`src/rtl/core_pkg.sv`:
```
`default_nettype none

package core_pkg;

    localparam int xlen = 64;
    localparam int dmem_depth = 64;

    typedef logic [xlen-1:0] word_t;
    typedef logic [31:0] inst_t;
    typedef logic [4:0] reg_addr_t;
    typedef logic [5:0] dmem_addr_t; // doubleword index.

    typedef enum logic [2:0] {
        alu_add,
        alu_sub,
        alu_and,
        alu_or,
        alu_xor,
        alu_slt,
        alu_pass_b // lui.
    } alu_op_t;

    localparam logic [6:0] op_imm    = 7'b0010011;
    localparam logic [6:0] op_reg    = 7'b0110011;
    localparam logic [6:0] op_lui    = 7'b0110111;
    localparam logic [6:0] op_load   = 7'b0000011;
    localparam logic [6:0] op_store  = 7'b0100011;
    localparam logic [6:0] op_branch = 7'b1100011;
    localparam logic [6:0] op_jal    = 7'b1101111;

    typedef struct packed {
        alu_op_t alu_op;
        logic    use_imm;
        logic    reg_write;
        logic    mem_read;
        logic    mem_write;
        logic    is_branch;
        logic    branch_ne;
        logic    is_jal;
        logic    wb_link; // write pc+4.
    } ctrl_t;

    localparam ctrl_t nop_ctrl = '{
        alu_op:    alu_add,
        use_imm:   1'b0,
        reg_write: 1'b0,
        mem_read:  1'b0,
        mem_write: 1'b0,
        is_branch: 1'b0,
        branch_ne: 1'b0,
        is_jal:    1'b0,
        wb_link:   1'b0
    };

endpackage

`default_nettype wire

```
`src/rtl/decode_stage.sv`:
```
`default_nettype none

module decode_stage import core_pkg::*; (
    input  wire logic  clk,
    input  wire logic  rst_n,
    input  wire logic  bubble,
    input  wire logic  flush,
    input  wire word_t id_pc,
    input  wire inst_t id_inst,
    input  wire logic  id_valid,
    input  wire word_t rs1_data,
    input  wire word_t rs2_data,
    output reg_addr_t  rs1,
    output reg_addr_t  rs2,
    output ctrl_t      ex_ctrl,
    output word_t      ex_pc,
    output word_t      ex_imm,
    output word_t      ex_rs1_data,
    output word_t      ex_rs2_data,
    output reg_addr_t  ex_rs1,
    output reg_addr_t  ex_rs2,
    output reg_addr_t  ex_rd,
    output logic       ex_valid
);

    logic [6:0] opcode;
    logic [2:0] funct3;
    logic [6:0] funct7;
    word_t      imm_i, imm_s, imm_b, imm_u, imm_j;
    word_t      imm;
    ctrl_t      ctrl;
    logic       kill;

    assign opcode = id_inst[6:0];
    assign funct3 = id_inst[14:12];
    assign funct7 = id_inst[31:25];
    assign rs1    = id_inst[19:15];
    assign rs2    = id_inst[24:20];

    assign imm_i = {{52{id_inst[31]}}, id_inst[31:20]};
    assign imm_s = {{52{id_inst[31]}}, id_inst[31:25], id_inst[11:7]};
    assign imm_b = {{51{id_inst[31]}}, id_inst[31], id_inst[7], id_inst[30:25],
                    id_inst[11:8], 1'b0};
    assign imm_u = {{32{id_inst[31]}}, id_inst[31:12], 12'b0};
    assign imm_j = {{43{id_inst[31]}}, id_inst[31], id_inst[19:12], id_inst[20],
                    id_inst[30:21], 1'b0};

    always_comb begin
        case (opcode)
            op_store:  imm = imm_s;
            op_branch: imm = imm_b;
            op_lui:    imm = imm_u;
            op_jal:    imm = imm_j;
            default:   imm = imm_i;
        endcase
    end

    always_comb begin
        ctrl = nop_ctrl; // anything unsupported stays a nop.
        case (opcode)
            op_imm: begin
                if (funct3 == 3'b000) begin
                    ctrl.use_imm   = 1'b1;
                    ctrl.reg_write = 1'b1;
                end
            end
            op_reg: begin
                ctrl.reg_write = 1'b1;
                case ({funct7, funct3})
                    10'b0000000_000: ctrl.alu_op = alu_add;
                    10'b0100000_000: ctrl.alu_op = alu_sub;
                    10'b0000000_111: ctrl.alu_op = alu_and;
                    10'b0000000_110: ctrl.alu_op = alu_or;
                    10'b0000000_100: ctrl.alu_op = alu_xor;
                    10'b0000000_010: ctrl.alu_op = alu_slt;
                    default:         ctrl = nop_ctrl;
                endcase
            end
            op_lui: begin
                ctrl.alu_op    = alu_pass_b;
                ctrl.use_imm   = 1'b1;
                ctrl.reg_write = 1'b1;
            end
            op_load: begin
                if (funct3 == 3'b011) begin // ld only.
                    ctrl.use_imm   = 1'b1;
                    ctrl.reg_write = 1'b1;
                    ctrl.mem_read  = 1'b1;
                end
            end
            op_store: begin
                if (funct3 == 3'b011) begin
                    ctrl.use_imm   = 1'b1;
                    ctrl.mem_write = 1'b1;
                end
            end
            op_branch: begin
                if (funct3 == 3'b000 || funct3 == 3'b001) begin
                    ctrl.is_branch = 1'b1;
                    ctrl.branch_ne = funct3[0];
                end
            end
            op_jal: begin
                ctrl.is_jal    = 1'b1;
                ctrl.reg_write = 1'b1;
                ctrl.wb_link   = 1'b1;
            end
            default: ctrl = nop_ctrl;
        endcase
    end

    assign kill = bubble || flush || !id_valid;

    always_ff @(posedge clk or negedge rst_n) begin
        if (!rst_n) begin
            ex_ctrl  <= nop_ctrl;
            ex_valid <= 1'b0;
        end else begin
            ex_ctrl  <= kill ? nop_ctrl : ctrl;
            ex_valid <= !kill;
        end
    end

    always_ff @(posedge clk) begin
        ex_pc       <= id_pc;
        ex_imm      <= imm;
        ex_rs1_data <= rs1_data;
        ex_rs2_data <= rs2_data;
        ex_rs1      <= rs1;
        ex_rs2      <= rs2;
        ex_rd       <= id_inst[11:7];
    end

endmodule

`default_nettype wire

```
`config.mk`:
```
export PLATFORM = sky130hd
export DESIGN_NAME = decode_stage
export DESIGN_NICKNAME = d
export VERILOG_FILES = /design/src/rtl/core_pkg.sv /design/src/rtl/decode_stage.sv
export SDC_FILE = /design/constraint.sdc
export NUM_CORES = 1
export LEC_CHECK = 0
export BUFFER_PORTS_ARGS = -buffer_cell sky130_fd_sc_hd__buf_2
export CORE_AREA = 5 5 198 200
export DETAILED_ROUTE_END_ITERATION = 10
export DIE_AREA = 0 0 203 205
export HOLD_SLACK_MARGIN = 0.08
export PLACE_DENSITY = 0.51
export RECOVER_POWER = 25
export REMOVE_ABC_BUFFERS = 1
export SYNTH_ARGS = -nofsm -noshare
export SYNTH_HDL_FRONTEND = slang
export SYNTH_SLANG_ARGS = --single-unit
```
`constraint.sdc`:
```
create_clock -name clk -period 1.1 [get_ports clk]
set_input_delay 0.055 -clock clk [delete_from_list [all_inputs] [get_ports clk]]
set_output_delay 0.055 -clock clk [all_outputs]
set_load 0.02 [all_outputs]
```
==> impl_results.md <==
* Outcome: complete, but fails checks
* Failing checks: hold timing, setup timing
* H-tree depth at 1
* Core Area at 0.0372 mm^2
* CTS Buf Count at 27
* Synth top area share at 80.3%
* Synth async-reset ratio at 4.40%
* Via density at 3.52
* CTS Sinks at 250
* Wirelength, routed at 25900 um
* Min-delay worst type: input pin to flip-flop
* Post-synth top cells: dfxtp_1 (239), buf_4 (43), a21o_1 (19)
* Tcrit/Tclk final at 115%
* Fillers at 3619
* Leading area contributor after synthesis: dfxtp_1
* Nets at 1379
* Gr usage total at 11.4%
* Top_reg_cell synth: dfxtp_1
* DRC viols at 0
* #FFs+latches synth at 250
* Seq/Total Area, Yosys at 84.9%
* Die Area at 0.0416 mm^2
* Hold Violations, Final at 7
* Final setup viols at 62
* Maxcap violations at 0
* Rel. slew slack at 70.0%
* Tightest Pin Transition at 447 ps
* Global route total overflow at 0
* Largest net degree at the start of global routing at 18
* Pre-antenna DRT Iters at 4
* Initial antenna violation count at 1
* FMAX at 0.787 GHz
* Yosys warning total at 0
* Setup WS post-layout at -170 ps
* Setup crit start kind: flip-flop
* Layout cells sized above 1 at 53.7%
* Multi-input logic area at 614 um^2
* Syn Inst Count at 386
* Final worst path period need at 1270 ps
* Layout area overhead at 117%
* Critical path class: flip-flop to primary output
* Number of global-route vias before repair at 6395
* Post-synth cell types at 32
* Final ANT Viol Nets at 0
* Crit end category: primary output
* DRT iter0 DRCs at 163
* Buffers on Ports at 521
* Unrepaired setup endpoints after global routing: true
* Mapped Area at 0.00596 mm^2
* Synth top area cells: dfxtp_1 (80%), buf_4 (5.4%), dfrtp_1 (4.6%), a21o_1 (2.4%), a22o_1 (0.88%)
* Avg Cell Area, Syn at 15.4 um^2
* Required time worst endpoint at 1040 ps
* Max Root-Sink Buffers at 3
* Ports at 522
* Final slew viol count at 0
* Post-synth EDFFs at 0
* DP HPWL at 18600 um
* DP Worst Slack at -610 ps
* Die Wd at 203 um
* Die Height at 205 um
* Via count at 5791
* Clk root buf: clkbuf_16
* Most frequent cell after synthesis: dfxtp_1
* Leakage at 0.00626 uW
* Hold WS at -161 ps
* Row count at 71
* Placer congestion estimate at 0.755
* Register area at 0.00509 mm^2
* Initial Util at 16.0%
* Avg WL per Cell at 15.7 um
* Util after Layout at 34.7%
* Maximum vdd drop at 1000 uV
* First-pass GRT wire length at 36900 um
* Clock Pin Slew Worst Setup and Hold Paths at 60 ps
* Critical-path maximum fanout at 17
* CTS tree: built
* Power Density at 1640 mW/mm^2
* Critical path arrival at 1220 ps
==> stage by stage <==
stage                     std cells  area [um^2]  TNS, ps  total power (uW)
after floorplan                 334         5600  -130890             10700
after global placement         1361         9070   -12240             11800
after detailed placement       1361         9070   -12500             11900
after CTS                      1635        12500   -10260             21300
after global routing           1644        12900   -11790             22100
final                          1645        12900    -7540             21200
==> routing by layer <==
layer | share of wire, % | vias up | wire, um | global-route usage, %
li1 | - | 2748 | - | -
met1 | 35 | 2654 | 9140 | 12.1
met2 | 52 | 334 | 13400 | 20.5
met3 | 10 | 55 | 2600 | 4.05
met4 | 3.1 | 0 | 794 | 4.63
met5 | 0 | - | 0 | 0
==> path summary, 6_finish.rpt <==
check	from	to	cells after the start
max in group asynchronous	rst_n	ex_ctrl[1]	3
max	ex_imm[31]	ex_imm[47]	2
min in group asynchronous	rst_n	ex_ctrl[10]	3
min	id_inst[14]	ex_ctrl[3]	2
==> flip-flops by register name, indices dropped and copies added (netlist names) <==
signal,count
ex_pc,64
ex_rs1_data,64
ex_rs2_data,64
ex_imm,32
ex_ctrl,10
ex_rd,5
ex_rs1,5
ex_rs2,5
ex_valid,1
==> timing repair <==
action | in CTS | in global routing
hold buffers | 225 | 11
pin swaps | 0 | 5
endpoints found under the hold margin | 260 | 21
setup endpoints to repair | 86 | 168
gates cloned | 1 | 0
setup buffers | 0 | 1
resized for setup | 118 | 127
==> cell type report <==
type / count / area share (%)
Clock buffer: 42 / 6.29
Tap cell: 474 / 4.59
Timing Repair Buffer: 787 / 44.6
Inverter: 1 / 0.0291
Clock inverter: 6 / 0.310
Sequential cell: 250 / 39.4
Multi-Input combinational cell: 83 / 4.76
Antenna cell: 2 / 0.0388
==> layout by cell type (no fill, tap or decap), types with 4 or more instances in the layout <==
cell             n
nand2_1          8
dfxtp_2         20
nor2_1           7
a22o_1           6
nor2b_1          6
dlygate4sd3_1  230
clkbuf_8         8
dfrtp_1         10
buf_4          157
nor3_1           4
clkbuf_16       27
clkbuf_1         8
dfxtp_1        218
buf_6           34
a21o_1          19
buf_2          361
==> report_power, final <==
group	switching (uW)	internal (uW)	total [uW]
clock network	3540	5050	8600
logic	1400	1490	2890
registers	149	9550	9700
==> critical path, cell delays in order, from the launching register on <==
cell and delay [ps]:
dfxtp_4 380, buf_12 150, buf_4 150
==> logic make-up after synthesis <==
logic type,after synthesis,synth area share [%]
AO/OA/AOI/OAI,35,4.47
XOR/XNOR,1,0.147
buffers and inverters,53,6.06
flip-flops,250,84.9
multiplexers,1,0.168
AND/OR/NAND/NOR,46,4.28
(Power assumes the default switching activity.)
