$ cat config.mk
export PLATFORM = sky130hd
export DESIGN_NAME = execute_stage_flat
export DESIGN_NICKNAME = d
export VERILOG_FILES = /design/src/rtl/core_pkg.sv /design/src/rtl/wb_bus_if.sv /design/src/rtl/execute_stage.sv /design/src/flat_wrapper.sv
export SDC_FILE = /design/constraint.sdc
export NUM_CORES = 1
export LEC_CHECK = 0
export BUFFER_PORTS_ARGS = -buffer_cell sky130_fd_sc_hd__clkbuf_2
export CAP_MARGIN = 25
export CORE_AREA = 2 2 270 272
export DETAILED_ROUTE_END_ITERATION = 8
export DIE_AREA = 0 0 272 274
export GPL_ROUTABILITY_DRIVEN = 0
export PLACE_DENSITY = 0.55
export SYNTH_ARGS = -nofsm -noshare
export SYNTH_HDL_FRONTEND = slang
export SYNTH_SLANG_ARGS = --single-unit
export TNS_END_PERCENT = 1
$ cat constraint.sdc
create_clock -name clk -period 5.75 [get_ports clk]
set_clock_uncertainty 0.05 [all_clocks]
set_input_delay 1.15 -clock clk [delete_from_list [all_inputs] [get_ports clk]]
set_output_delay 1.15 -clock clk [all_outputs]
set_load 0.01 [all_outputs]
$ cat src/rtl/core_pkg.sv
`default_nettype none

package core_pkg;

    localparam int xlen = 64;
    localparam int dmem_depth = 64;

    typedef logic [xlen-1:0] word_t;
    typedef logic [31:0] inst_t;
    typedef logic [4:0] reg_addr_t;
    typedef logic [5:0] dmem_addr_t; // doubleword index.

    typedef enum logic [2:0] {
        alu_add,
        alu_sub,
        alu_and,
        alu_or,
        alu_xor,
        alu_slt,
        alu_pass_b // lui.
    } alu_op_t;

    localparam logic [6:0] op_imm    = 7'b0010011;
    localparam logic [6:0] op_reg    = 7'b0110011;
    localparam logic [6:0] op_lui    = 7'b0110111;
    localparam logic [6:0] op_load   = 7'b0000011;
    localparam logic [6:0] op_store  = 7'b0100011;
    localparam logic [6:0] op_branch = 7'b1100011;
    localparam logic [6:0] op_jal    = 7'b1101111;

    typedef struct packed {
        alu_op_t alu_op;
        logic    use_imm;
        logic    reg_write;
        logic    mem_read;
        logic    mem_write;
        logic    is_branch;
        logic    branch_ne;
        logic    is_jal;
        logic    wb_link; // write pc+4.
    } ctrl_t;

    localparam ctrl_t nop_ctrl = '{
        alu_op:    alu_add,
        use_imm:   1'b0,
        reg_write: 1'b0,
        mem_read:  1'b0,
        mem_write: 1'b0,
        is_branch: 1'b0,
        branch_ne: 1'b0,
        is_jal:    1'b0,
        wb_link:   1'b0
    };

endpackage

`default_nettype wire

$ cat src/rtl/wb_bus_if.sv
`default_nettype none

// result of one stage as seen by forwarding and the register file.
interface wb_bus_if import core_pkg::*; ();

    logic      valid;
    reg_addr_t rd;
    word_t     data;
    logic      is_load;

    modport source (
        output valid, rd, data, is_load
    );

    modport sink (
        input valid, rd, data, is_load
    );

endinterface

`default_nettype wire

$ cat src/rtl/execute_stage.sv
`default_nettype none

module execute_stage import core_pkg::*; (
    input  wire logic      clk,
    input  wire logic      rst_n,
    input  wire ctrl_t     ex_ctrl,
    input  wire word_t     ex_pc,
    input  wire word_t     ex_imm,
    input  wire word_t     ex_rs1_data,
    input  wire word_t     ex_rs2_data,
    input  wire reg_addr_t ex_rs1,
    input  wire reg_addr_t ex_rs2,
    input  wire reg_addr_t ex_rd,
    input  wire logic      ex_valid,
    wb_bus_if.sink         me,
    wb_bus_if.sink         wb,
    output logic           flush,
    output word_t          target,
    output ctrl_t          mem_ctrl,
    output word_t          mem_alu,
    output word_t          mem_store_data,
    output word_t          mem_pc,
    output reg_addr_t      mem_rd,
    output logic           mem_valid
);

    logic  me_ok, wb_ok;
    word_t op_a, op_b, src_b, alu_res;
    logic  equal;

    // load data is not ready on the memory bus, the hazard unit covers that case.
    assign me_ok = me.valid && (me.rd != '0) && !me.is_load;
    assign wb_ok = wb.valid && (wb.rd != '0);

    assign op_a = (me_ok && me.rd == ex_rs1) ? me.data :
                  (wb_ok && wb.rd == ex_rs1) ? wb.data : ex_rs1_data;
    assign op_b = (me_ok && me.rd == ex_rs2) ? me.data :
                  (wb_ok && wb.rd == ex_rs2) ? wb.data : ex_rs2_data;

    assign src_b = ex_ctrl.use_imm ? ex_imm : op_b;

    always_comb begin
        case (ex_ctrl.alu_op)
            alu_add:    alu_res = op_a + src_b;
            alu_sub:    alu_res = op_a - src_b;
            alu_and:    alu_res = op_a & src_b;
            alu_or:     alu_res = op_a | src_b;
            alu_xor:    alu_res = op_a ^ src_b;
            alu_slt:    alu_res = {{(xlen-1){1'b0}}, $signed(op_a) < $signed(src_b)};
            alu_pass_b: alu_res = src_b;
            default:    alu_res = '0;
        endcase
    end

    assign equal  = (op_a == op_b);
    assign flush  = ex_valid &&
                    (ex_ctrl.is_jal || (ex_ctrl.is_branch && (equal ^ ex_ctrl.branch_ne)));
    assign target = ex_pc + ex_imm;

    always_ff @(posedge clk or negedge rst_n) begin
        if (!rst_n) begin
            mem_ctrl  <= nop_ctrl;
            mem_valid <= 1'b0;
        end else begin
            mem_ctrl  <= ex_ctrl;
            mem_valid <= ex_valid;
        end
    end

    always_ff @(posedge clk) begin
        mem_alu        <= alu_res;
        mem_store_data <= op_b;
        mem_pc         <= ex_pc;
        mem_rd         <= ex_rd;
    end

    // squash of id/ex leaves execute empty right after a redirect.
    a_flush_pulse: assert property (@(posedge clk) disable iff (!rst_n)
        flush |-> ex_valid ##1 !flush);

endmodule

`default_nettype wire

$ cat src/flat_wrapper.sv
// flat-port wrapper written by rule: the top's interface ports become plain ports
module execute_stage_flat import core_pkg::*;
  (clk, rst_n, ex_ctrl, ex_pc, ex_imm, ex_rs1_data, ex_rs2_data, ex_rs1, ex_rs2, ex_rd, ex_valid, flush, target, mem_ctrl, mem_alu, mem_store_data, mem_pc, mem_rd, mem_valid, me_valid, me_rd, me_data, me_is_load, wb_valid, wb_rd, wb_data, wb_is_load);
  wb_bus_if me_i ();
  wb_bus_if wb_i ();
  input  wire logic clk;
  input  wire logic rst_n;
  input  wire ctrl_t ex_ctrl;
  input  wire word_t ex_pc;
  input  wire word_t ex_imm;
  input  wire word_t ex_rs1_data;
  input  wire word_t ex_rs2_data;
  input  wire reg_addr_t ex_rs1;
  input  wire reg_addr_t ex_rs2;
  input  wire reg_addr_t ex_rd;
  input  wire logic ex_valid;
  output logic flush;
  output word_t target;
  output ctrl_t mem_ctrl;
  output word_t mem_alu;
  output word_t mem_store_data;
  output word_t mem_pc;
  output reg_addr_t mem_rd;
  output logic mem_valid;
  input wire logic [$bits(me_i.valid)-1:0] me_valid;
  input wire logic [$bits(me_i.rd)-1:0] me_rd;
  input wire logic [$bits(me_i.data)-1:0] me_data;
  input wire logic [$bits(me_i.is_load)-1:0] me_is_load;
  input wire logic [$bits(wb_i.valid)-1:0] wb_valid;
  input wire logic [$bits(wb_i.rd)-1:0] wb_rd;
  input wire logic [$bits(wb_i.data)-1:0] wb_data;
  input wire logic [$bits(wb_i.is_load)-1:0] wb_is_load;
  assign me_i.valid = me_valid;
  assign me_i.rd = me_rd;
  assign me_i.data = me_data;
  assign me_i.is_load = me_is_load;
  assign wb_i.valid = wb_valid;
  assign wb_i.rd = wb_rd;
  assign wb_i.data = wb_data;
  assign wb_i.is_load = wb_is_load;
  execute_stage u_core (.clk(clk), .rst_n(rst_n), .ex_ctrl(ex_ctrl), .ex_pc(ex_pc), .ex_imm(ex_imm), .ex_rs1_data(ex_rs1_data), .ex_rs2_data(ex_rs2_data), .ex_rs1(ex_rs1), .ex_rs2(ex_rs2), .ex_rd(ex_rd), .ex_valid(ex_valid), .me(me_i), .wb(wb_i), .flush(flush), .target(target), .mem_ctrl(mem_ctrl), .mem_alu(mem_alu), .mem_store_data(mem_store_data), .mem_pc(mem_pc), .mem_rd(mem_rd), .mem_valid(mem_valid));
endmodule
==> results_dict.tcl <==
set metrics [dict create \
    ant_nets 0 \
    period_needed_ns 6.08 \
    finalNetCount 5447 \
    ys_seq_elements 209 \
    clock_path_buffers 3 \
    yosysTopAreaCellShare_pct 16.4 \
    tightest_slew_ns 0.990 \
    violations "negative setup slack" \
    crit_chain "buf_6, or4_4, buf_6, o211ai_4, nor2_4, clkbuf_16, buf_4, mux2i_1, a21oi_2, buf_4, xor2_1, nor4_1, buf_4, nand4_1, nor4_4, buf_4, mux2i_1, a21o_1, buf_2" \
    synth_flop_cell "dfxtp_1" \
    setup_ws_ns -0.328 \
    max_freq_mhz 165 \
    cp_slowest_cell "or4_4" \
    slew_headroom_pct 33.8 \
    gr-usage-all-layers_pct 38.0 \
    async_flop_share_pct 5.74 \
    yosysSeqAreaShare_pct 17.7 \
    core_sq_mm 0.0720 \
    drive_above_1_share_pct 39.1 \
    dp_hpwl_microns 123000 \
    p_comb_share_pct 54.5 \
    clock-sinks 209 \
    finalSetupViolCount 17 \
    multi_input_area_sq_mm 0.0188 \
    cts_root_buffer "clkbuf_16" \
    final_cells 5752 \
    overflow 0 \
    fill_cells 7183 \
    grt_pass1_vias 30800 \
    syn-cell-area_sq_mm 0.0240 \
    clkTransAtPathRegs_ns 0.06 \
    cpMostUsedCell "buf_4" \
    drv_cap 0 \
    syn_to_final_growth_pct 54.7 \
    initial_core_util_pct 33.3 \
    whs_ns 0.382 \
    dieWidth_microns 272 \
    synthTopCellsByArea "dfxtp_1 (16%), ha_1 (15%), a21oi_1 (7.3%)" \
    avgSynthCellArea_sq_um 7.32 \
    critPathCaptureType "primary output" \
    chipHeight_microns 274 \
    placed_cell_area_sq_mm 0.0348 \
    wl_per_cell_microns 25.9 \
    cts_buffers 29 \
    hp-class "input port to async pin" \
    dr_total_vias 32200 \
    dieArea_sq_mm 0.0745 \
    crit_arrival_ns 4.88 \
    grt_setup_unrepaired "true" \
    rows 99 \
    worst-setup-path-type "input port to primary output" \
    critPathMaxStageDelay_ns 0.54 \
    drc_errors 0 \
    power.share.clock_pct 25.0 \
    place_inst 5618 \
    pwr-share-seq_pct 20.6 \
    regArea_sq_mm 0.00424 \
    first_pass_iters 6 \
    irDropWorstVdd_mv 0.256 \
    start_kind "input port" \
    p_int_w 0.00468 \
    syn_inst 3276 \
    outcome "finished with violations" \
    postLayoutCellArea_sq_mm 0.0371 \
    total_power_w 0.00808 \
    port_buffers 699 \
    htreeDepth 1 \
    synth_edf_count 0 \
    synth_nets 3992 \
    yosys.area.top_type "dfxtp_1" \
    io_pins 701 \
    cts_tree "done" \
    drt_iter0_drc 3594 \
    wl_microns 149000 \
    critical_path.max_fanout 8 \
    p_sw_w 0.00340 \
    drv_slew 0 \
    grt_first_pass_wirelength_microns 208000 \
    viasPerCell 5.60 \
    synth_cell_types 93 \
    cp.required_ns 4.55 \
    grt_max_degree 104 \
    finalHoldViolCount 0 \
    antenna_found_initial 44 \
    synth_warnings 0 \
    p_per_area_mw_per_mm2 218 \
    period_share_pct 106 \
    post-place-ws_ns -0.849 \
    switching_share_pct 42.1 \
    power.leakage_nw 18.4 \
]
## per-stage QoR
| step | util, % | setup TNS (ns) |
|---|---|---|
| final | 51.6 | -1.22 |
| after detailed placement | 48.3 | -26.05 |
| after CTS | 50.4 | -1.16 |
| after global routing | 51.5 | -4.60 |
| after floorplan | - | -0.317 |
| after global placement | 48.3 | -24.48 |
## layer usage
layer | vias up | GRT usage (%) | routed length, microns
li1 | 14900 | - | -
met1 | 14900 | 43.9 | 55400
met2 | 1908 | 60.5 | 64400
met3 | 475 | 9.77 | 15700
met4 | 14 | 28.9 | 13200
met5 | - | 0 | 92
## synthesized netlist by cell type (28+ instances only)
cell type	count
a211oi_1	31
a21o_1	64
a21oi_1	348
a31oi_1	99
clkbuf_1	156
dfxtp_1	197
ha_1	286
inv_1	213
mux2i_1	130
nand2_1	246
nand2b_1	28
nand3_1	98
nand4_1	43
nor2_1	316
nor3_1	47
nor4_1	49
o211ai_1	30
o21ai_0	199
o21bai_1	50
o22ai_1	49
xnor2_1	83
xor2_1	90
## logic make-up (layout without fill, tap and decap cells)
group | count (synthesis) | in the layout | synth area share, %
AND/OR/NAND/NOR | 919 | 919 | 17.7
adder cells (fa/ha/maj) | 289 | 289 | 15.2
other | 0 | 39 | 0
multiplexers | 134 | 134 | 5.61
buffers and inverters | 425 | 1903 | 7.19
XOR/XNOR | 173 | 173 | 6.32
AO/OA/AOI/OAI | 1127 | 1127 | 30.4
flip-flops | 209 | 209 | 17.7
## flip-flops by register name (all words and copies together) (netlist names)
register,flops
u_core.mem_alu,64
u_core.mem_pc,64
u_core.mem_store_data,64
u_core.mem_ctrl,11
u_core.mem_rd,5
u_core.mem_valid,1
## cells in the final DEF, fill, tap and decap left out, types with 117 or more instances in the layout
cell type,n
buf_4,894
dfxtp_1,197
mux2i_1,117
o21ai_0,185
clkbuf_2,692
nand2_1,246
a21oi_1,323
nor2_1,309
ha_1,278
inv_1,212
## critical path: cells and delay by family
kind / cells / cell delay, ns
XOR/XNOR: 1 / 0.23
multiplexers: 2 / 0.42
buffers and inverters: 8 / 1.29
AO/OA/AOI/OAI: 3 / 0.43
AND/OR/NAND/NOR: 5 / 1.35
## repair_timing
item                                    in CTS  in global routing
endpoints found under the setup margin      27                 60
hold buffers                                 0                  0
resized for setup                           76                123
setup buffers                               15                 26
gates cloned                                 1                  1
pin swaps                                   24                 28
## power groups by stage
| stage | Combinational [W] | Sequential (W) | Clock (W) |
|---|---|---|---|
| finish | 0.00440 | 0.00166 | 0.00202 |
| global placement | 0.00415 | 0.00169 | 0 |
| detailed placement | 0.00416 | 0.00169 | 0 |
| floorplan | 0.00191 | 0.00175 | 0 |
| CTS | 0.00423 | 0.00166 | 0.00204 |
| global route | 0.00467 | 0.00167 | 0.00210 |
## worst paths after layout
kind                            start                 end  slack (ns)  cells past startpoint
max in group asynchronous       rst_n  u_core.mem_ctrl[8]        4.95                      1
hold / removal                  rst_n    u_core.mem_valid        0.38                      1
min in group clk           ex_ctrl[5]  u_core.mem_ctrl[5]        0.57                      1
setup / recovery             wb_rd[3]               flush       -0.33                     19
## area by class of cell
| class | count | area share (%) |
|---|---|---|
| Clock buffer | 37 | 2.14 |
| Timing Repair Buffer | 1632 | 29.3 |
| Tap cell | 959 | 3.23 |
| Antenna cell | 39 | 0.263 |
| Multi-Input combinational cell | 2642 | 50.8 |
| Sequential cell | 209 | 11.4 |
| Clock inverter | 17 | 0.624 |
| Inverter | 217 | 2.19 |
No activity file was read; power rests on OpenSTA's default activity.
