$ cat config.mk
export PLATFORM = sky130hd
export DESIGN_NAME = fetch_stage
export DESIGN_NICKNAME = d
export VERILOG_FILES = /design/src/rtl/core_pkg.sv /design/src/rtl/fetch_stage.sv
export SDC_FILE = /design/constraint.sdc
export NUM_CORES = 1
export LEC_CHECK = 0
export BUFFER_PORTS_ARGS = -buffer_cell sky130_fd_sc_hd__buf_2
export CAP_MARGIN = 20
export CORE_ASPECT_RATIO = 0.5
export CORE_MARGIN = 2
export CORE_UTILIZATION = 35
export CTS_BUF_LIST = sky130_fd_sc_hd__clkbuf_2 sky130_fd_sc_hd__clkbuf_4 sky130_fd_sc_hd__clkbuf_8
export DETAILED_ROUTE_END_ITERATION = 6
export MAX_ROUTING_LAYER = met4
export PLACE_DENSITY = 0.67
export SYNTH_ARGS = -nofsm -noshare
export SYNTH_HDL_FRONTEND = slang
export SYNTH_SLANG_ARGS = --single-unit
export TNS_END_PERCENT = 100
$ cat constraint.sdc
create_clock -name clk -period 2.5 [get_ports clk]
set_input_delay 0.5 -clock clk [delete_from_list [all_inputs] [get_ports clk]]
set_output_delay 0.5 -clock clk [all_outputs]
set_load 0.02 [all_outputs]
$ cat src/rtl/core_pkg.sv
`default_nettype none

package core_pkg;

    localparam int xlen = 64;
    localparam int dmem_depth = 64;

    typedef logic [xlen-1:0] word_t;
    typedef logic [31:0] inst_t;
    typedef logic [4:0] reg_addr_t;
    typedef logic [5:0] dmem_addr_t; // doubleword index.

    typedef enum logic [2:0] {
        alu_add,
        alu_sub,
        alu_and,
        alu_or,
        alu_xor,
        alu_slt,
        alu_pass_b // lui.
    } alu_op_t;

    localparam logic [6:0] op_imm    = 7'b0010011;
    localparam logic [6:0] op_reg    = 7'b0110011;
    localparam logic [6:0] op_lui    = 7'b0110111;
    localparam logic [6:0] op_load   = 7'b0000011;
    localparam logic [6:0] op_store  = 7'b0100011;
    localparam logic [6:0] op_branch = 7'b1100011;
    localparam logic [6:0] op_jal    = 7'b1101111;

    typedef struct packed {
        alu_op_t alu_op;
        logic    use_imm;
        logic    reg_write;
        logic    mem_read;
        logic    mem_write;
        logic    is_branch;
        logic    branch_ne;
        logic    is_jal;
        logic    wb_link; // write pc+4.
    } ctrl_t;

    localparam ctrl_t nop_ctrl = '{
        alu_op:    alu_add,
        use_imm:   1'b0,
        reg_write: 1'b0,
        mem_read:  1'b0,
        mem_write: 1'b0,
        is_branch: 1'b0,
        branch_ne: 1'b0,
        is_jal:    1'b0,
        wb_link:   1'b0
    };

endpackage

`default_nettype wire

$ cat src/rtl/fetch_stage.sv
`default_nettype none

module fetch_stage import core_pkg::*; (
    input  wire logic  clk,
    input  wire logic  rst_n,
    input  wire logic  bubble,
    input  wire logic  flush,
    input  wire word_t target,
    input  wire inst_t inst,
    output word_t      pc,
    output word_t      id_pc,
    output inst_t      id_inst,
    output logic       id_valid
);

    always_ff @(posedge clk or negedge rst_n) begin
        if (!rst_n) begin
            pc       <= '0;
            id_valid <= 1'b0;
        end else if (flush) begin
            pc       <= target; // redirect wins over a stall.
            id_valid <= 1'b0;
        end else if (!bubble) begin
            pc       <= pc + 64'd4;
            id_valid <= 1'b1;
        end
    end

    // if/id payload.
    always_ff @(posedge clk) begin
        if (!bubble) begin
            id_pc   <= pc;
            id_inst <= inst;
        end
    end

endmodule

`default_nettype wire

==> reports/results.ini, run 1 <==
[status]
status=complete, no violations

[sta]
worst_slew_pin_slew_ns=0.898
whs_ns=0.153
report.final.slew_viol_count=0
setup_viol=0
setup_ws_ns=0.108
hold_viol=0
slew-limit-headroom_pct=40.2
layout_min_cycle_time_ns=2.39
rsz0062_at_grt=no
fin_worst_skew_ns=0.0263
fmax_mhz=418
setup_tns_ns=0
fin_crit_sh_pct=95.7

[synthesis]
ys_ff_latch=161
synthCells=535
syn_avg_cell_area_sq_um=12.4
synth_fp_nets=636
ys_warn_count=0
yosysUniqueCellTypes=35
ys_seq_area_share_pct=67.9
synthesis.area_sq_um=6640

[global_route]
grt_max_degree=66
grt_pass1_vias=5227
grt_overflow=0
grt_pass1_wl_microns=28000
antenna_found_initial=1
grt_use_total_pct=18.8

[placement]
portBuffers=260
dp_cells=1078
placed_area_sq_um=8580
gp_congestion=0.841
dp_slack_ns=-0.115
dp_hpwl_microns=13400

[clock_network]
cts_buffers=17
clk_pin_slew_ns=0.10
cts_tree=done
clk_latency_ns=0.46
clock_sinks=161
htree_levels=4
cts_buffer_depth=2
post-cts-setup-buffer-count=0
root_buffer=clkbuf_8

[power]
power.share.clock_pct=29.9
p_leak_nw=3.73
seqPwrFrac_pct=53.1
netSwitchingFraction_pct=31.0
ir_drop_mv=0.318
finalPower_mw=6.07
internal_power_mw=4.19
p_switching_mw=1.88
power_frac_comb_pct=17.0
power_density_nw_per_um2=679

[hold_path]
hold_class=in -> async

[setup_path]
cp-start-kind=flip-flop
path_max_fanout=11
cp-end-kind=flip-flop
cp_data_required_time_ns=2.86
arrival_ns=2.76
path_class=reg -> reg

[drt]
num_vias=5414
drtAntennaViolNets=0
first_iter_violations=309
route.detailed.drc=0
via_per_inst=4.87
first_pass_iters=5
drt-total-wl_microns=18400
avgRoutedWirePerCell_microns=16.6

[cells_and_area]
final_common_cell=buf_2
final_core_util_pct=48.4
design_area_sq_um=8940
final_cell_mix=259 x buf_2, 96 x edfxtp_1, 73 x nand2_1
area_growth_pct=34.7
instances_no_fill=1111
nNetsFinal=939
drive_above_1_share_pct=43.2

[die]
num_rows=35
start_util_pct=35.9
die_width_microns=199
die_y_microns=101
ios=261
die_area_sq_um=20100
core_area_sq_um=18500

[flow_run]
drv_cap=0

-- state kept, by name (all words and copies together) (netlist names) --
register  cells
id_pc        64
id_valid      1
pc           64
id_inst      32
-- kinds of logic (layout without fill, tap and decap cells) --
family / after synthesis / count (layout) / synth area share [%]
and+or+nand+nor: 215 / 215 / 16.9
DFF: 161 / 161 / 67.9
AOI/OAI and AO/OA: 76 / 76 / 6.22
xor gates and xnor gates: 43 / 43 / 5.67
buffers and inverters: 33 / 349 / 2.13
muxes: 6 / 6 / 0.961
adders and majority gates: 1 / 1 / 0.188
other: 0 / 1 / 0
-- power groups by stage --
| stage | Sequential, mW | Combinational [mW] | Clock (mW) |
|---|---|---|---|
| 6_report | 3.22 | 1.03 | 1.81 |
| 5_1_grt | 3.25 | 1.12 | 1.99 |
| 4_1_cts | 3.22 | 1.04 | 1.88 |
| 3_5_place_dp | 3.28 | 1.04 | 0 |
| 3_3_place_gp | 3.27 | 1.03 | 0 |
| 2_1_floorplan | 3.58 | 0.228 | 0 |
-- critical path, cell delays in order, from the launching register on --
cell and delay, ns:
dfrtp_2 0.42, nand3_4 0.11, or4_4 0.60, or4_4 0.65, or3_1 0.37, a31oi_1 0.16
-- layout make-up --
type,instances,area (sq um)
repair buffers,308,1690
diodes,1,2.50
flip-flops and latches,161,4530
clock inverters,14,115
fillers,1717,9540
multi-input cells,341,2000
well taps,259,324
inverters,9,37.5
clock buffers,18,241
-- worst paths after layout --
check | cells past startpoint | startpoint | endpoint | slack (ns)
min | 1 | rst_n | pc[7]$_DFFE_PN0N_ | 0.15
max reg2reg | 5 | pc[16]$_DFFE_PN0N_ | pc[55]$_DFFE_PN0N_ | 0.11
min reg2reg | 0 | pc[1]$_DFFE_PN0P_ | id_pc[1]$_DFFE_PN_ | 0.47
max in group asynchronous | 1 | rst_n | pc[25]$_DFFE_PN0N_ | 1.69
max | 5 | pc[16]$_DFFE_PN0N_ | pc[55]$_DFFE_PN0N_ | 0.11
min in group clk | 1 | inst[22] | id_inst[22]$_DFFE_PN_ | 0.21
-- synthesized netlist by cell type --
library cell,number,area share [%]
nor3_1,13,0.98
o21ai_0,56,4.2
inv_1,9,0.51
and3_1,9,0.85
clkbuf_1,19,1.1
nor2_1,23,1.3
buf_1,1,0.056
and3b_1,1,0.13
xor2_1,13,1.7
dfrtp_1,65,25
mux2i_1,3,0.45
a22oi_1,4,0.45
a21oi_1,1,0.075
edfxtp_1,96,43
nor4_1,16,1.5
nand2_1,73,4.1
or3_1,15,1.4
buf_6,2,0.34
nand4b_1,2,0.26
ha_1,1,0.19
nand4_1,18,1.7
or2_2,1,0.094
mux2_2,3,0.51
a211o_1,1,0.13
nand3_2,1,0.15
or4_4,2,0.34
xnor2_1,30,4.0
or4_1,9,1.0
o21a_1,1,0.11
nand4_4,1,0.32
buf_2,2,0.15
nor2b_1,4,0.38
nand3_1,22,1.7
a31oi_1,13,1.2
and4_1,5,0.66
-- timing repair --
action / 4_1_cts / 5_1_grt
hold buffers: 0 / 0
endpoints found under the setup margin: 0 / 5
resized for setup: 0 / 2
-- routing by layer --
metal,track usage (%),part of all wire (%),vias up,routed length (microns)
met5,-,0,-,0
met4,6.14,1.9,0,341
met3,3.76,4.1,26,755
met2,30.1,49,155,9030
met1,24.1,45,2649,8280
li1,-,-,2584,-
Note: power is estimated with default switching activity, not from simulation.
==> run 2, diff against run 1 <==
Settings changed: PLACE_DENSITY 0.67 to 0.73.
==> reports/results.ini, run 2 (synthesis gave the netlist of run 1 again) <==
[placement]
portBuffers=260  ; unchanged
dp_cells=1073  ; was 1078
dp_slack_ns=-0.124  ; was -0.115 ns
gp_congestion=0.839  ; was 0.841
dp_hpwl_microns=13900  ; was 13400 microns

[setup_path]
crit_slowest_cell=or4_2  ; was or4_4
rr_worst_depth=5  ; unchanged
r2r_slack_ns=0.10  ; was 0.11 ns
cp_cell_sequence=nand3_4 > or4_4 > or4_2 > o21ai_0 > a31oi_1  ; was nand3_4 > or4_4 > or4_4 > or3_1 > a31oi_1
path_max_fanout=7  ; was 11
arrival_ns=2.71  ; was 2.76 ns
reg2reg_from=pc[15]$_DFFE_PN0N_  ; was pc[16]$_DFFE_PN0N_
path_buf_inv=0  ; unchanged
cp-start-kind=flip-flop  ; unchanged
r2r_end=pc[47]$_DFFE_PN0N_  ; was pc[55]$_DFFE_PN0N_
cp-end-kind=flip-flop  ; unchanged
max_stage_delay_ns=0.80  ; was 0.65 ns
crit_family=simple AND/OR/NAND/NOR gates  ; unchanged
cp_data_required_time_ns=2.81  ; was 2.86 ns
path_class=reg -> reg  ; unchanged

[power]
p_leak_nw=3.73  ; about the same
power_frac_comb_pct=16.6  ; was 17.0%
p_switching_mw=1.97  ; was 1.88 mW
ir_drop_mv=0.265  ; was 0.318 mV
finalPower_mw=6.17  ; was 6.07 mW
seqPwrFrac_pct=52.4  ; was 53.1%
internal_power_mw=4.21  ; was 4.19 mW
power.share.clock_pct=31.0  ; was 29.9%
power_density_nw_per_um2=687  ; was 679 nW/um^2
netSwitchingFraction_pct=31.9  ; was 31.0%

[sta]
fmax_mhz=417  ; was 418 MHz
fin_crit_sh_pct=95.9  ; was 95.7%
fin_worst_skew_ns=0.0230  ; was 0.0263 ns
slew-limit-headroom_pct=62.2  ; was 40.2%
whs_ns=0.203  ; was 0.153 ns
worst_slew_pin_slew_ns=0.566  ; was 0.898 ns
layout_min_cycle_time_ns=2.40  ; was 2.39 ns
hold_viol=0  ; unchanged
setup_viol=0  ; unchanged
report.final.slew_viol_count=0  ; unchanged
setup_ws_ns=0.103  ; was 0.108 ns
rsz0062_at_grt=no  ; unchanged

[cells_and_area]
final_common_cell=buf_2  ; unchanged
fillers=1711  ; was 1717
drive_above_1_share_pct=43.0  ; was 43.2%
nNetsFinal=936  ; was 939
multi_input_area_sq_um=2020  ; was 2000 sq um
top_regs=id_pc (64), pc (64), id_inst (32)  ; unchanged
instances_no_fill=1108  ; was 1111
area_growth_pct=35.4  ; was 34.7%
final_cell_mix=259 x buf_2, 96 x edfxtp_1, 73 x nand2_1  ; unchanged
area.sequential_sq_um=4530  ; unchanged

[clock_network]
cts_buffer_depth=2  ; unchanged
clock_sinks=161  ; unchanged
clk_latency_ns=0.46  ; about the same
root_buffer=clkbuf_8  ; unchanged
htree_levels=4  ; unchanged
cts_buffers=17  ; unchanged
cts_tree=done  ; unchanged
clk_pin_slew_ns=0.11  ; was 0.10 ns

[hold_path]
hold-path-cell-count=1
hold_class=in -> reg  ; was in -> async
min-delay-start=inst[3]
holdPathEnd=id_inst[3]$_DFFE_PN_

[die]
die_y_microns=101  ; unchanged
core_area_sq_um=18500  ; unchanged
ios=261  ; unchanged
start_util_pct=35.9  ; unchanged
die_area_sq_um=20100  ; unchanged
die_width_microns=199  ; unchanged
num_rows=35  ; unchanged

[drt]
num_vias=5501  ; was 5414
first_iter_violations=373  ; was 309
first_pass_iters=5  ; unchanged
route.detailed.drc=0  ; unchanged
via_per_inst=4.96  ; was 4.87
drtAntennaViolNets=0  ; unchanged
drt-total-wl_microns=18900  ; was 18400 microns
avgRoutedWirePerCell_microns=17.0  ; was 16.6 microns

[global_route]
grt_pass1_vias=5198  ; was 5227
grt_pass1_wl_microns=27700  ; was 28000 microns
grt_overflow=0  ; unchanged
grt_max_degree=103  ; was 66
grt_use_total_pct=18.6  ; was 18.8%
antenna_found_initial=1  ; unchanged

[status]
status=complete, no violations  ; unchanged

[flow_run]
drv_cap=0  ; unchanged

-- run 2: worst max path at each step --
stage | cells after the start | slack (ns) | endpoint | from
after floorplan | 7 | 0.001 | pc[47]$_DFFE_PN0N_ | pc[11]$_DFFE_PN0N_
after global placement | 6 | -0.08 | pc[62]$_DFFE_PN0N_ | bubble
after detailed placement | 6 | -0.12 | pc[62]$_DFFE_PN0N_ | bubble
after CTS | 5 | 0.06 | pc[62]$_DFFE_PN0N_ | pc[15]$_DFFE_PN0N_
after global routing | 6 | 0.01 | pc[51]$_DFFE_PN0N_ | pc[5]$_DFFE_PN0N_
final | 5 | 0.10 | pc[47]$_DFFE_PN0N_ | pc[15]$_DFFE_PN0N_
-- run 2: layout make-up --
cell class                 instances  share of cell area, %
antenna                            1                 0.0278
clock buffer                      17                   2.60
multi-input combinational        342                   22.4
tap                              259                   3.61
inverter                           9                  0.418
timing repair buffer             304                   18.6
clock inverter                    15                   1.89
sequential                       161                   50.4
-- run 2: metrics by stage --
stage                     setup TNS (ns)  instance area (sq um)  utilization, %
final                                  0                   8990            48.6
after global routing                   0                   8990            48.6
after CTS                              0                   8960            48.5
after detailed placement          -0.831                   8550            46.3
after global placement            -0.344                   8550            46.3
after floorplan                        0                   6670               -
-- run 2: power by group through the flow --
| stage | sequential (mW) | combinational, mW | clock, mW |
|---|---|---|---|
| after global routing | 3.26 | 1.11 | 2.07 |
| after floorplan | 3.58 | 0.228 | 0 |
| after detailed placement | 3.29 | 1.03 | 0 |
| after global placement | 3.28 | 1.01 | 0 |
| after CTS | 3.23 | 1.04 | 1.98 |
| final | 3.23 | 1.02 | 1.92 |
-- run 2: worst reg2reg max path: cells and delay by family, from the launching register on --
family           cells  cell delay (ns)
AND/OR/NAND/NOR      3             1.52
flip-flops           1             0.43
AO/OA/AOI/OAI        2             0.31
-- run 2: metal layers --
layer	vias up	GRT usage, %	part of all wire, %	routed length [microns]
met2	185	30.0	50	9380
li1	2577	-	-	-
met3	31	3.20	4.6	874
met4	0	7.58	1.8	349
met1	2708	23.5	44	8270
met5	-	-	0	0
-- run 2: what timing repair did --
action | CTS | global route
hold endpoints to repair | 29 | 0
setup buffers | 0 | 0
resized for setup | 0 | 3
setup endpoints to repair | 0 | 10
hold buffers | 1 | 0
