$ cat config.mk
export PLATFORM = sky130hd
export DESIGN_NAME = hazard_unit
export DESIGN_NICKNAME = d
export VERILOG_FILES = /design/src/rtl/core_pkg.sv /design/src/rtl/hazard_unit.sv
export SDC_FILE = /design/constraint.sdc
export NUM_CORES = 1
export LEC_CHECK = 0
export BUFFER_PORTS_ARGS = -buffer_cell sky130_fd_sc_hd__buf_2
export CORE_AREA = 5 5 42 44
export DETAILED_ROUTE_END_ITERATION = 10
export DIE_AREA = 0 0 47 49
export GPL_TIMING_DRIVEN = 0
export PLACE_DENSITY = 0.51
export SLEW_MARGIN = 10
export SYNTH_ARGS = -nofsm -noshare
export SYNTH_HDL_FRONTEND = slang
export SYNTH_SLANG_ARGS = --single-unit
$ cat constraint.sdc
create_clock -name vclk -period 3.3
set_input_delay 0.825 -clock vclk [all_inputs]
set_output_delay 0.825 -clock vclk [all_outputs]
set_load 0.02 [all_outputs]
$ cat src/rtl/core_pkg.sv
`default_nettype none

package core_pkg;

    localparam int xlen = 64;
    localparam int dmem_depth = 64;

    typedef logic [xlen-1:0] word_t;
    typedef logic [31:0] inst_t;
    typedef logic [4:0] reg_addr_t;
    typedef logic [5:0] dmem_addr_t; // doubleword index.

    typedef enum logic [2:0] {
        alu_add,
        alu_sub,
        alu_and,
        alu_or,
        alu_xor,
        alu_slt,
        alu_pass_b // lui.
    } alu_op_t;

    localparam logic [6:0] op_imm    = 7'b0010011;
    localparam logic [6:0] op_reg    = 7'b0110011;
    localparam logic [6:0] op_lui    = 7'b0110111;
    localparam logic [6:0] op_load   = 7'b0000011;
    localparam logic [6:0] op_store  = 7'b0100011;
    localparam logic [6:0] op_branch = 7'b1100011;
    localparam logic [6:0] op_jal    = 7'b1101111;

    typedef struct packed {
        alu_op_t alu_op;
        logic    use_imm;
        logic    reg_write;
        logic    mem_read;
        logic    mem_write;
        logic    is_branch;
        logic    branch_ne;
        logic    is_jal;
        logic    wb_link; // write pc+4.
    } ctrl_t;

    localparam ctrl_t nop_ctrl = '{
        alu_op:    alu_add,
        use_imm:   1'b0,
        reg_write: 1'b0,
        mem_read:  1'b0,
        mem_write: 1'b0,
        is_branch: 1'b0,
        branch_ne: 1'b0,
        is_jal:    1'b0,
        wb_link:   1'b0
    };

endpackage

`default_nettype wire

$ cat src/rtl/hazard_unit.sv
`default_nettype none

module hazard_unit import core_pkg::*; (
    input  wire logic      clk,
    input  wire logic      rst_n,
    input  wire reg_addr_t rs1,
    input  wire reg_addr_t rs2,
    input  wire ctrl_t     ex_ctrl,
    input  wire reg_addr_t ex_rd,
    input  wire logic      ex_valid,
    input  wire logic      flush,
    output logic           bubble
);

    logic load_use;

    assign load_use = ex_valid && ex_ctrl.mem_read && (ex_rd != '0) &&
                      (ex_rd == rs1 || ex_rd == rs2);
    assign bubble   = load_use && !flush; // redirect drops the consumer anyway.

    // the nop behind a stall can never be a load.
    a_single_bubble: assert property (@(posedge clk) disable iff (!rst_n)
        bubble |=> !bubble);

endmodule

`default_nettype wire

==> out/metrics.json, run 1 <==
{
  "status": {
    "outcome": "complete, no violations"
  },
  "setup_path": {
    "critical_path.slowest_cell": "or4_1",
    "cp_data_required_time_ns": 2.47,
    "critPathArrivalTime_ns": 1.79,
    "max_stage_delay_ns": 0.52,
    "timing.setup.critical_path_class": "input pin to primary output",
    "timing.critical_path.max_delay_family": "simple AND/OR/NAND/NOR gates",
    "worst_setup_path_start_kind": "input pin",
    "path_cells": "buf_2 > or4_1 > o21ai_1 > a21oi_1 > buf_2",
    "end_kind": "primary output",
    "timing.critical_path.fanout_max": 3,
    "cp.buffers_inverters": 2,
    "crit_top_cell": "buf_2",
    "critical_path_depth": 5
  },
  "cells_and_area": {
    "fin_area_sq_um": 248,
    "synthesis_to_layout_area_growth_pct": 86.8,
    "num-clock-buffers": 0,
    "seqCellArea_sq_um": 0,
    "final_net_count": 70,
    "fill_cells": 176,
    "drive_gt1_share_pct": 50.0,
    "antenna-diode-count": 0,
    "fin_util_pct": 17.7,
    "flops_and_latches": 0
  },
  "die": {
    "start_util_pct": 9.46,
    "ioPinCount": 31,
    "die_ar_sq_um": 2300,
    "fp.coreArea_sq_um": 1400,
    "dieWidth_um": 47,
    "row_count": 14,
    "die_height_um": 49
  },
  "route": {
    "antenna_violating_nets_remaining": 0,
    "routed_wire_per_std_cell_um": 8.30,
    "detail_route.iter0.violations": 0,
    "route.final.wire_length_um": 448,
    "drt-vias-per-instance": 3.57,
    "detailedRoute.firstPassIterationCount": 1,
    "drc": 0,
    "route.vias.total": 193
  },
  "timing": {
    "final_min_period_over_clock_period_pct": 79.2,
    "final_hold_violation_count": 0,
    "max_clock_freq_mhz": 382,
    "fin_tns_setup_ns": 0,
    "fin_crit_ns": 2.61,
    "fin_worst_hold_slack_ns": 2.00,
    "worst_slew_margin_rel_pct": 87.9,
    "slew_viol_final": 0,
    "rsz_0062_raised_after_global_routing": "false",
    "setup_viol": 0,
    "max_slew.worst_pin.slew_ns": 0.179
  },
  "job": {
    "drv.max_cap_violation_count": 0
  },
  "synth": {
    "synthDominantCellAreaShare_pct": 39.6,
    "netlist_top_cells_area": "xor2_1 (40%), xnor2_1 (26%), nand3_1 (7.5%)",
    "synth.cell_area_sq_um": 133,
    "synth_cell_types": 9,
    "synth_top_cell_by_area": "xor2_1",
    "synthesis.instances": 19,
    "mapped_avg_cell_area_sq_um": 6.98,
    "ys_warn_count": 0,
    "sequential_fraction_of_the_synthesis_area_pct": 0,
    "mappedNetlistNets": 49
  },
  "power": {
    "power_per_cell_area_nw_per_um2": 106,
    "post-layout-total-power_mw": 0.0262,
    "max-vdd-ir-drop_v": 0.0000111,
    "leakagePower_nw": 0.119
  },
  "global_routing": {
    "grt_pass1_wl_um": 600,
    "grt-ovfl-total": 0,
    "vias_in_the_first_global_route": 166,
    "global_route.usage.total_pct": 3.16,
    "antenna_found_initial": 0,
    "maximum_number_of_pins_on_one_net_before_global_route_repair": 4
  },
  "hold_path": {
    "holdPathStages": 5,
    "holdCritPathClass": "input pin to primary output",
    "min_to": "bubble",
    "worst_hold_startpoint": "flush"
  },
  "placement": {
    "port-buffer-count": 19,
    "global_placement_routability_congestion": 0.701,
    "placement.cell_area_sq_um": 248
  },
  "clock_tree": {
    "cts_resized": 0,
    "number_of_setup_buffers_added_after_cts": 0,
    "cts_hold_repair.buffers": 0
  }
}
[metal layers]
layer	vias up	routed length (um)	track usage (%)	share of wire, %
li1	103	-	-	-
met1	82	100	2.83	22
met2	8	278	7.24	62
met3	0	69	0	15
met4	0	0	0	0
met5	-	0	0	0
[how the worst max path moves through the flow]
| stage | end | startpoint | slack, ns |
|---|---|---|---|
| after floorplan | bubble | ex_rd[2] | 0.89 |
| after global placement | bubble | ex_rd[3] | 0.67 |
| after detailed placement | bubble | ex_rd[3] | 0.68 |
| after CTS | bubble | ex_rd[3] | 0.68 |
| after global routing | bubble | ex_rd[3] | 0.63 |
| final | bubble | ex_rd[3] | 0.69 |
[power breakdown]
part / total (mW) / internal [mW] / switching (mW)
Clock: 0 / 0 / 0
Combinational: 0.0262 / 0.0151 / 0.0110
Sequential: 0 / 0 / 0
[layout by cell type (no fill, tap or decap), drive strengths merged]
cell,n
buf,19
xor2,6
xnor2,4
nor3,2
nand3,2
or4,1
nand2,1
nor2,1
o21ai,1
a21oi,1
[metrics by stage]
| stage | instances | setup WS [ns] |
|---|---|---|
| 6_report | 54 | 0.685 |
| 5_1_grt | 54 | 0.632 |
| 4_1_cts | 54 | 0.676 |
| 3_5_place_dp | 54 | 0.677 |
| 3_3_place_gp | 54 | 0.674 |
| 2_1_floorplan | 19 | 0.888 |
[logic make-up (layout without fill, tap and decap cells)]
| logic type | after synthesis | in the layout | share of synthesized area [%] |
|---|---|---|---|
| xor+xnor | 10 | 10 | 66.0 |
| simple gates | 7 | 7 | 26.4 |
| compound gates | 2 | 2 | 7.54 |
| buf+inv | 0 | 19 | 0 |
[Yosys cell counts]
| library cell | number |
|---|---|
| xor2_1 | 6 |
| nor2_1 | 1 |
| xnor2_1 | 4 |
| or4_1 | 1 |
| nand3_1 | 2 |
| a21oi_1 | 1 |
| nor3_1 | 2 |
| nand2_1 | 1 |
| o21ai_1 | 1 |
[worst min-delay path, delay by kind of cell]
family	cells	cell delay (ns)
AO/OA/AOI/OAI	2	0.10
AND/OR/NAND/NOR	1	0.03
buffers and inverters	2	0.22
[cell type report]
cell class	instances	area, sq um	share of cell area [%]
multi-input cells	19	133	53.5
repair buffers	19	95.1	38.4
well taps	16	20.0	8.08
Power figures use the tool's default switching activity.
==> run 2: changes to the inputs <==
PLACE_DENSITY = 0.53   (was 0.51)
clock period = 2.3 ns   (was 3.3 ns; I/O delays follow)
==> run 2 against run 1 <==
Net effect:
- hold slack got worse by 0.50 ns
- sequential share of layout area unchanged
- non-clock buffer count did not move
- critical path depth unchanged
- worst setup slack got worse by 0.49 ns
- global-route usage unchanged
- combinational power grew 43%
- cell area unchanged
- power increased by 43%
- die area unchanged
- sequential cell count unchanged
==> out/metrics.json, run 2 (synthesis gave the netlist of run 1 again) <==
{
  "timing": {
    "final_min_period_over_clock_period_pct": 91.7,
    "slew_viol_final": {"value": 0, "change": "unchanged"},
    "setup_viol": {"value": 0, "change": "unchanged"},
    "fin_crit_ns": 2.11,
    "max_slew.worst_pin.slew": {"value": 0.183, "unit": "ns", "change": "was 0.179 ns"},
    "fin_tns_setup": {"value": 0, "unit": "ns", "change": "unchanged"},
    "final_hold_violation_count": {"value": 0, "change": "unchanged"},
    "rsz_0062_raised_after_global_routing": {"value": "false", "change": "unchanged"},
    "worst_slack": {"value": 0.192, "unit": "ns", "change": "was 0.685 ns"},
    "max_clock_freq_mhz": 474,
    "worst_slew_margin_rel": {"value": 87.7, "unit": "%", "change": "was 87.9%"}
  },
  "die": {
    "fp.coreArea": {"value": 1400, "unit": "sq um", "change": "unchanged"},
    "ioPinCount": {"value": 31, "change": "unchanged"},
    "dieWidth": {"value": 47, "unit": "um", "change": "unchanged"},
    "row_count": {"value": 14, "change": "unchanged"},
    "start_util": {"value": 9.46, "unit": "%", "change": "unchanged"},
    "die_ar": {"value": 2300, "unit": "sq um", "change": "unchanged"},
    "die_height": {"value": 49, "unit": "um", "change": "unchanged"}
  },
  "placement": {
    "hpwlAfterDp_um": 441,
    "preCtsSetupSlack": {"value": 0.189, "unit": "ns", "change": "was 0.677 ns"},
    "global_placement_routability_congestion": {"value": 0.644, "change": "was 0.701"},
    "port-buffer-count": {"value": 19, "change": "unchanged"}
  },
  "cells_and_area": {
    "flops_and_latches": {"value": 0, "change": "unchanged"},
    "seqCellArea": {"value": 0, "unit": "sq um", "change": "unchanged"},
    "num-clock-buffers": {"value": 0, "change": "unchanged"},
    "fin_util": {"value": 17.7, "unit": "%", "change": "unchanged"},
    "synthesis_to_layout_area_growth": {"value": 86.8, "unit": "%", "change": "unchanged"},
    "most-common-layout-cells": {"value": "buf_2 (19), xor2_1 (6), xnor2_1 (4), nor3_1 (2), nand3_1 (2)", "change": "unchanged"},
    "antenna-diode-count": {"value": 0, "change": "unchanged"},
    "fill_cells": {"value": 174, "change": "was 176"},
    "drive_gt1_share": {"value": 50.0, "unit": "%", "change": "unchanged"},
    "commonest_non_fill_non_tap_cell_in_the_layout": {"value": "buf_2", "change": "unchanged"},
    "final_net_count": {"value": 70, "change": "unchanged"}
  },
  "route": {
    "detailedRoute.firstPassIterationCount": {"value": 1, "change": "unchanged"},
    "drc": {"value": 0, "change": "unchanged"},
    "route.vias.total": {"value": 193, "change": "unchanged"},
    "routed_wire_per_std_cell": {"value": 8.28, "unit": "um", "change": "was 8.30 um"},
    "antenna_violating_nets_remaining": {"value": 0, "change": "unchanged"},
    "detail_route.iter0.violations": {"value": 0, "change": "unchanged"},
    "drt-vias-per-instance": {"value": 3.57, "change": "unchanged"},
    "route.final.wire_length": {"value": 447, "unit": "um", "change": "was 448 um"}
  },
  "global_routing": {
    "vias_in_the_first_global_route": {"value": 179, "change": "was 166"},
    "antenna_found_initial": {"value": 0, "change": "unchanged"},
    "global_route.usage.total": {"value": 3.16, "unit": "%", "change": "unchanged"},
    "maximum_number_of_pins_on_one_net_before_global_route_repair": {"value": 4, "change": "unchanged"},
    "grt_pass1_wl": {"value": 607, "unit": "um", "change": "was 600 um"},
    "grt-ovfl-total": {"value": 0, "change": "unchanged"}
  },
  "setup_path": {
    "end_kind": {"value": "primary output", "change": "unchanged"},
    "timing.critical_path.fanout_max": {"value": 3, "change": "unchanged"},
    "worst_setup_path_start_kind": {"value": "input pin", "change": "unchanged"},
    "cp_data_required_time": {"value": 1.73, "unit": "ns", "change": "was 2.47 ns"},
    "timing.setup.critical_path_class": {"value": "input pin to primary output", "change": "unchanged"},
    "critPathArrivalTime": {"value": 1.53, "unit": "ns", "change": "was 1.79 ns"}
  },
  "status": {
    "outcome": {"value": "complete, no violations", "change": "unchanged"}
  },
  "power": {
    "leakagePower": {"value": 0.119, "unit": "nW", "change": "unchanged"},
    "sequentialPowerShare": {"value": 0, "unit": "%", "change": "about the same"},
    "comb_power_share": {"value": 100.0, "unit": "%", "change": "about the same"},
    "part_of_the_power_in_the_clock_network": {"value": 0, "unit": "%", "change": "about the same"},
    "power_per_cell_area": {"value": 151, "unit": "nW/um^2", "change": "was 106 nW/um^2"},
    "max-vdd-ir-drop": {"value": 0.0000159, "unit": "V", "change": "was 0.0000111 V"},
    "power.switching": {"value": 0.0157, "unit": "mW", "change": "was 0.0110 mW"},
    "switching_share": {"value": 42.0, "unit": "%", "change": "was 42.2%"},
    "internal-power": {"value": 0.0217, "unit": "mW", "change": "was 0.0151 mW"}
  },
  "clock_tree": {
    "number_of_setup_buffers_added_after_cts": {"value": 0, "change": "unchanged"},
    "cts_hold_repair.buffers": {"value": 0, "change": "unchanged"},
    "cts_resized": {"value": 0, "change": "unchanged"}
  },
  "hold_path": {
    "holdCritPathClass": {"value": "input pin to primary output", "change": "unchanged"}
  },
  "job": {
    "drv.max_cap_violation_count": {"value": 0, "change": "unchanged"}
  }
}
==> run 2: cell counts in the layout (fill, tap and decap cells not counted) <==
No cell type changed its count.
==> run 2: worst paths after layout <==
| path | startpoint | end | slack (ns) | cells past startpoint |
|---|---|---|---|---|
| worst max-delay path | ex_rd[3] | bubble | 0.19 | 5 |
| worst min-delay path | flush | bubble | 1.50 | 5 |
==> run 2: layout make-up <==
| cell class | count | area [sq um] | area share, % |
|---|---|---|---|
| Tap cell | 16 | 20.0 | 8.08 |
| Timing Repair Buffer | 19 | 95.1 | 38.4 |
| Multi-Input combinational cell | 19 | 133 | 53.5 |
==> run 2: through the flow <==
step,hold slack [ns],power [mW],cells,cell area (sq um)
3_5_place_dp,1.51,0.0382,54,248
4_1_cts,1.51,0.0384,54,248
2_1_floorplan,1.33,0.0163,19,133
6_report,1.50,0.0374,54,248
3_3_place_gp,1.52,0.0375,54,248
5_1_grt,1.56,0.0417,54,248
==> run 2: metal layers <==
| layer | GRT usage (%) | wire, um | part of all wire (%) | vias to the layer above |
|---|---|---|---|---|
| li1 | - | - | - | 103 |
| met2 | 6.79 | 264 | 59 | 9 |
| met1 | 2.83 | 94 | 21 | 81 |
| met4 | 0 | 0 | 0 | 0 |
| met3 | 0.738 | 87 | 19 | 0 |
| met5 | 0 | 0 | 0 | - |
==> run 2: critical path: stages <==
cell and delay [ns]:
buf_2 0.12, or4_1 0.51, o21ai_1 0.13, a21oi_1 0.05
buf_2 0.15
==> run 2: power by group through the flow <==
stage	Combinational, mW	Clock [mW]	Sequential [mW]
3_3_place_gp	0.0375	0	0
6_report	0.0374	0	0
3_5_place_dp	0.0382	0	0
2_1_floorplan	0.0163	0	0
5_1_grt	0.0417	0	0
4_1_cts	0.0384	0	0
==> run 3: changes to the inputs <==
CORE_AREA = 2 2 39 41   (was 5 5 42 44)
DIE_AREA = 0 0 41 43   (was 0 0 47 49)
PLACE_DENSITY = 0.51   (was 0.53)
clock period = 2.2 ns   (was 2.3 ns; I/O delays follow)
==> run 3 against run 2 <==
Net effect:
- non-clock buffer count unchanged
- power increased by 4.6%
- critical path depth unchanged
- combinational power increased by 5%
- count of clock-buffer cells in the layout stayed put
- critical path type unchanged
==> out/metrics.json, run 3 (synthesis gave the netlist of run 1 again) <==
{
  "setup_path": {
    "timing.critical_path.fanout_max": {"value": 3, "change": "unchanged"},
    "timing.setup.critical_path_class": {"value": "input pin to primary output", "change": "unchanged"},
    "critPathArrivalTime": {"value": 1.52, "unit": "ns", "change": "was 1.53 ns"},
    "worst_setup_path_start_kind": {"value": "input pin", "change": "unchanged"},
    "cp_data_required_time": {"value": 1.65, "unit": "ns", "change": "was 1.73 ns"},
    "end_kind": {"value": "primary output", "change": "unchanged"}
  },
  "power": {
    "leakagePower": {"value": 0.119, "unit": "nW", "change": "unchanged"},
    "max-vdd-ir-drop": {"value": 0.0000172, "unit": "V", "change": "was 0.0000159 V"},
    "power_per_cell_area": {"value": 158, "unit": "nW/um^2", "change": "was 151 nW/um^2"}
  },
  "die": {
    "die_height": {"value": 43, "unit": "um", "change": "was 49 um"},
    "row_count": {"value": 14, "change": "unchanged"},
    "fp.coreArea": {"value": 1380, "unit": "sq um", "change": "was 1400 sq um"},
    "ioPinCount": {"value": 31, "change": "unchanged"},
    "start_util": {"value": 9.58, "unit": "%", "change": "was 9.46%"},
    "die_ar": {"value": 1760, "unit": "sq um", "change": "was 2300 sq um"},
    "dieWidth": {"value": 41, "unit": "um", "change": "was 47 um"}
  },
  "clock_tree": {
    "cts_resized": {"value": 0, "change": "unchanged"},
    "number_of_setup_buffers_added_after_cts": {"value": 0, "change": "unchanged"},
    "cts_hold_repair.buffers": {"value": 0, "change": "unchanged"}
  },
  "global_routing": {
    "maximum_number_of_pins_on_one_net_before_global_route_repair": {"value": 4, "change": "unchanged"},
    "antenna_found_initial": {"value": 0, "change": "unchanged"},
    "global_route.usage.total": {"value": 3.90, "unit": "%", "change": "was 3.16%"},
    "vias_in_the_first_global_route": {"value": 150, "change": "was 179"},
    "grt_pass1_wl": {"value": 503, "unit": "um", "change": "was 607 um"},
    "grt-ovfl-total": {"value": 0, "change": "unchanged"}
  },
  "hold_path": {
    "min_to": {"value": "bubble", "change": "unchanged"},
    "holdPathStages": {"value": 5, "change": "unchanged"},
    "holdCritPathClass": {"value": "input pin to primary output", "change": "unchanged"},
    "worst_hold_startpoint": {"value": "flush", "change": "unchanged"}
  },
  "status": {
    "outcome": {"value": "complete, no violations", "change": "unchanged"}
  },
  "route": {
    "drt-vias-per-instance": {"value": 3.54, "change": "was 3.57"},
    "drc": {"value": 0, "change": "unchanged"},
    "routed_wire_per_std_cell": {"value": 7.54, "unit": "um", "change": "was 8.28 um"},
    "detailedRoute.firstPassIterationCount": {"value": 1, "change": "unchanged"},
    "detail_route.iter0.violations": {"value": 0, "change": "unchanged"},
    "antenna_violating_nets_remaining": {"value": 0, "change": "unchanged"},
    "route.final.wire_length": {"value": 407, "unit": "um", "change": "was 447 um"},
    "route.vias.total": {"value": 191, "change": "was 193"}
  },
  "timing": {
    "worst_slew_margin_rel": {"value": 88.2, "unit": "%", "change": "was 87.7%"},
    "setup_viol": {"value": 0, "change": "unchanged"},
    "worst_slack": {"value": 0.135, "unit": "ns", "change": "was 0.192 ns"},
    "rsz_0062_raised_after_global_routing": {"value": "false", "change": "unchanged"},
    "max_clock_freq_mhz": 484,
    "fin_tns_setup": {"value": 0, "unit": "ns", "change": "unchanged"},
    "max_slew.worst_pin.slew": {"value": 0.176, "unit": "ns", "change": "was 0.183 ns"},
    "final_min_period_over_clock_period_pct": 93.9,
    "final_hold_violation_count": {"value": 0, "change": "unchanged"},
    "slew_viol_final": {"value": 0, "change": "unchanged"},
    "fin_crit_ns": 2.07
  },
  "cells_and_area": {
    "multi_input_comb_area": {"value": 133, "unit": "sq um", "change": "unchanged"},
    "fill_cells": {"value": 174, "change": "unchanged"},
    "finish.cell_count_without_fillers": {"value": 54, "change": "unchanged"},
    "antenna-diode-count": {"value": 0, "change": "unchanged"},
    "commonest_non_fill_non_tap_cell_in_the_layout": {"value": "buf_2", "change": "unchanged"},
    "most-common-layout-cells": {"value": "buf_2 (19), xor2_1 (6), xnor2_1 (4), nor3_1 (2), nand3_1 (2)", "change": "unchanged"},
    "final_net_count": {"value": 70, "change": "unchanged"},
    "seqCellArea": {"value": 0, "unit": "sq um", "change": "unchanged"},
    "drive_gt1_share": {"value": 50.0, "unit": "%", "change": "unchanged"},
    "num-clock-buffers": {"value": 0, "change": "unchanged"},
    "flops_and_latches": {"value": 0, "change": "unchanged"},
    "synthesis_to_layout_area_growth": {"value": 86.8, "unit": "%", "change": "unchanged"}
  },
  "placement": {
    "preCtsSetupSlack": {"value": 0.137, "unit": "ns", "change": "was 0.189 ns"},
    "port-buffer-count": {"value": 19, "change": "unchanged"},
    "hpwlAfterDp": {"value": 391, "unit": "um", "change": "was 441 um"},
    "global_placement_routability_congestion": {"value": 0.498, "change": "was 0.644"},
    "dp.cells": {"value": 54, "change": "unchanged"}
  },
  "job": {
    "drv.max_cap_violation_count": {"value": 0, "change": "unchanged"}
  }
}
run 3: cell counts in the layout (fill, tap and decap cells not counted):
Identical to the previous run, type by type.
run 3: worst max path at each step:
stage | startpoint | to | slack, ns | cells after the start
3_3_place_gp | ex_rd[3] | bubble | 0.12 | 5
4_1_cts | ex_rd[3] | bubble | 0.14 | 5
3_5_place_dp | ex_rd[3] | bubble | 0.14 | 5
5_1_grt | ex_rd[2] | bubble | 0.08 | 6
2_1_floorplan | ex_rd[2] | bubble | 0.34 | 4
6_report | ex_rd[3] | bubble | 0.13 | 5
run 3: where the power goes:
group          total, mW  internal (mW)  switching, mW  leakage (nW)
registers              0              0              0             0
logic             0.0391         0.0227         0.0164         0.119
clock network          0              0              0             0
run 3: metrics by stage:
step	util, %	power (mW)	cell area, sq um	hold slack, ns
after floorplan	-	0.0171	133	1.28
after global placement	17.9	0.0398	248	1.47
after detailed placement	17.9	0.0401	248	1.46
after CTS	17.9	0.0403	248	1.46
after global routing	17.9	0.0438	248	1.49
final	17.9	0.0391	248	1.46
run 3: per-layer routing:
layer | routed length (um) | GRT usage, % | vias up
li1 | - | - | 103
met1 | 111 | 2.22 | 81
met2 | 258 | 10.0 | 7
met3 | 36 | 0 | 0
met4 | 0 | 0 | 0
met5 | 0 | 0 | -
run 3: critical path, cell delays in order:
cell and delay (ns):
buf_2 0.12, or4_1 0.51, o21ai_1 0.13, a21oi_1 0.05
buf_2 0.15
run 3: final cells by class:
cell class	count	share of cell area (%)
timing repair buffer	19	38.4
multi-input combinational	19	53.5
tap	16	8.08
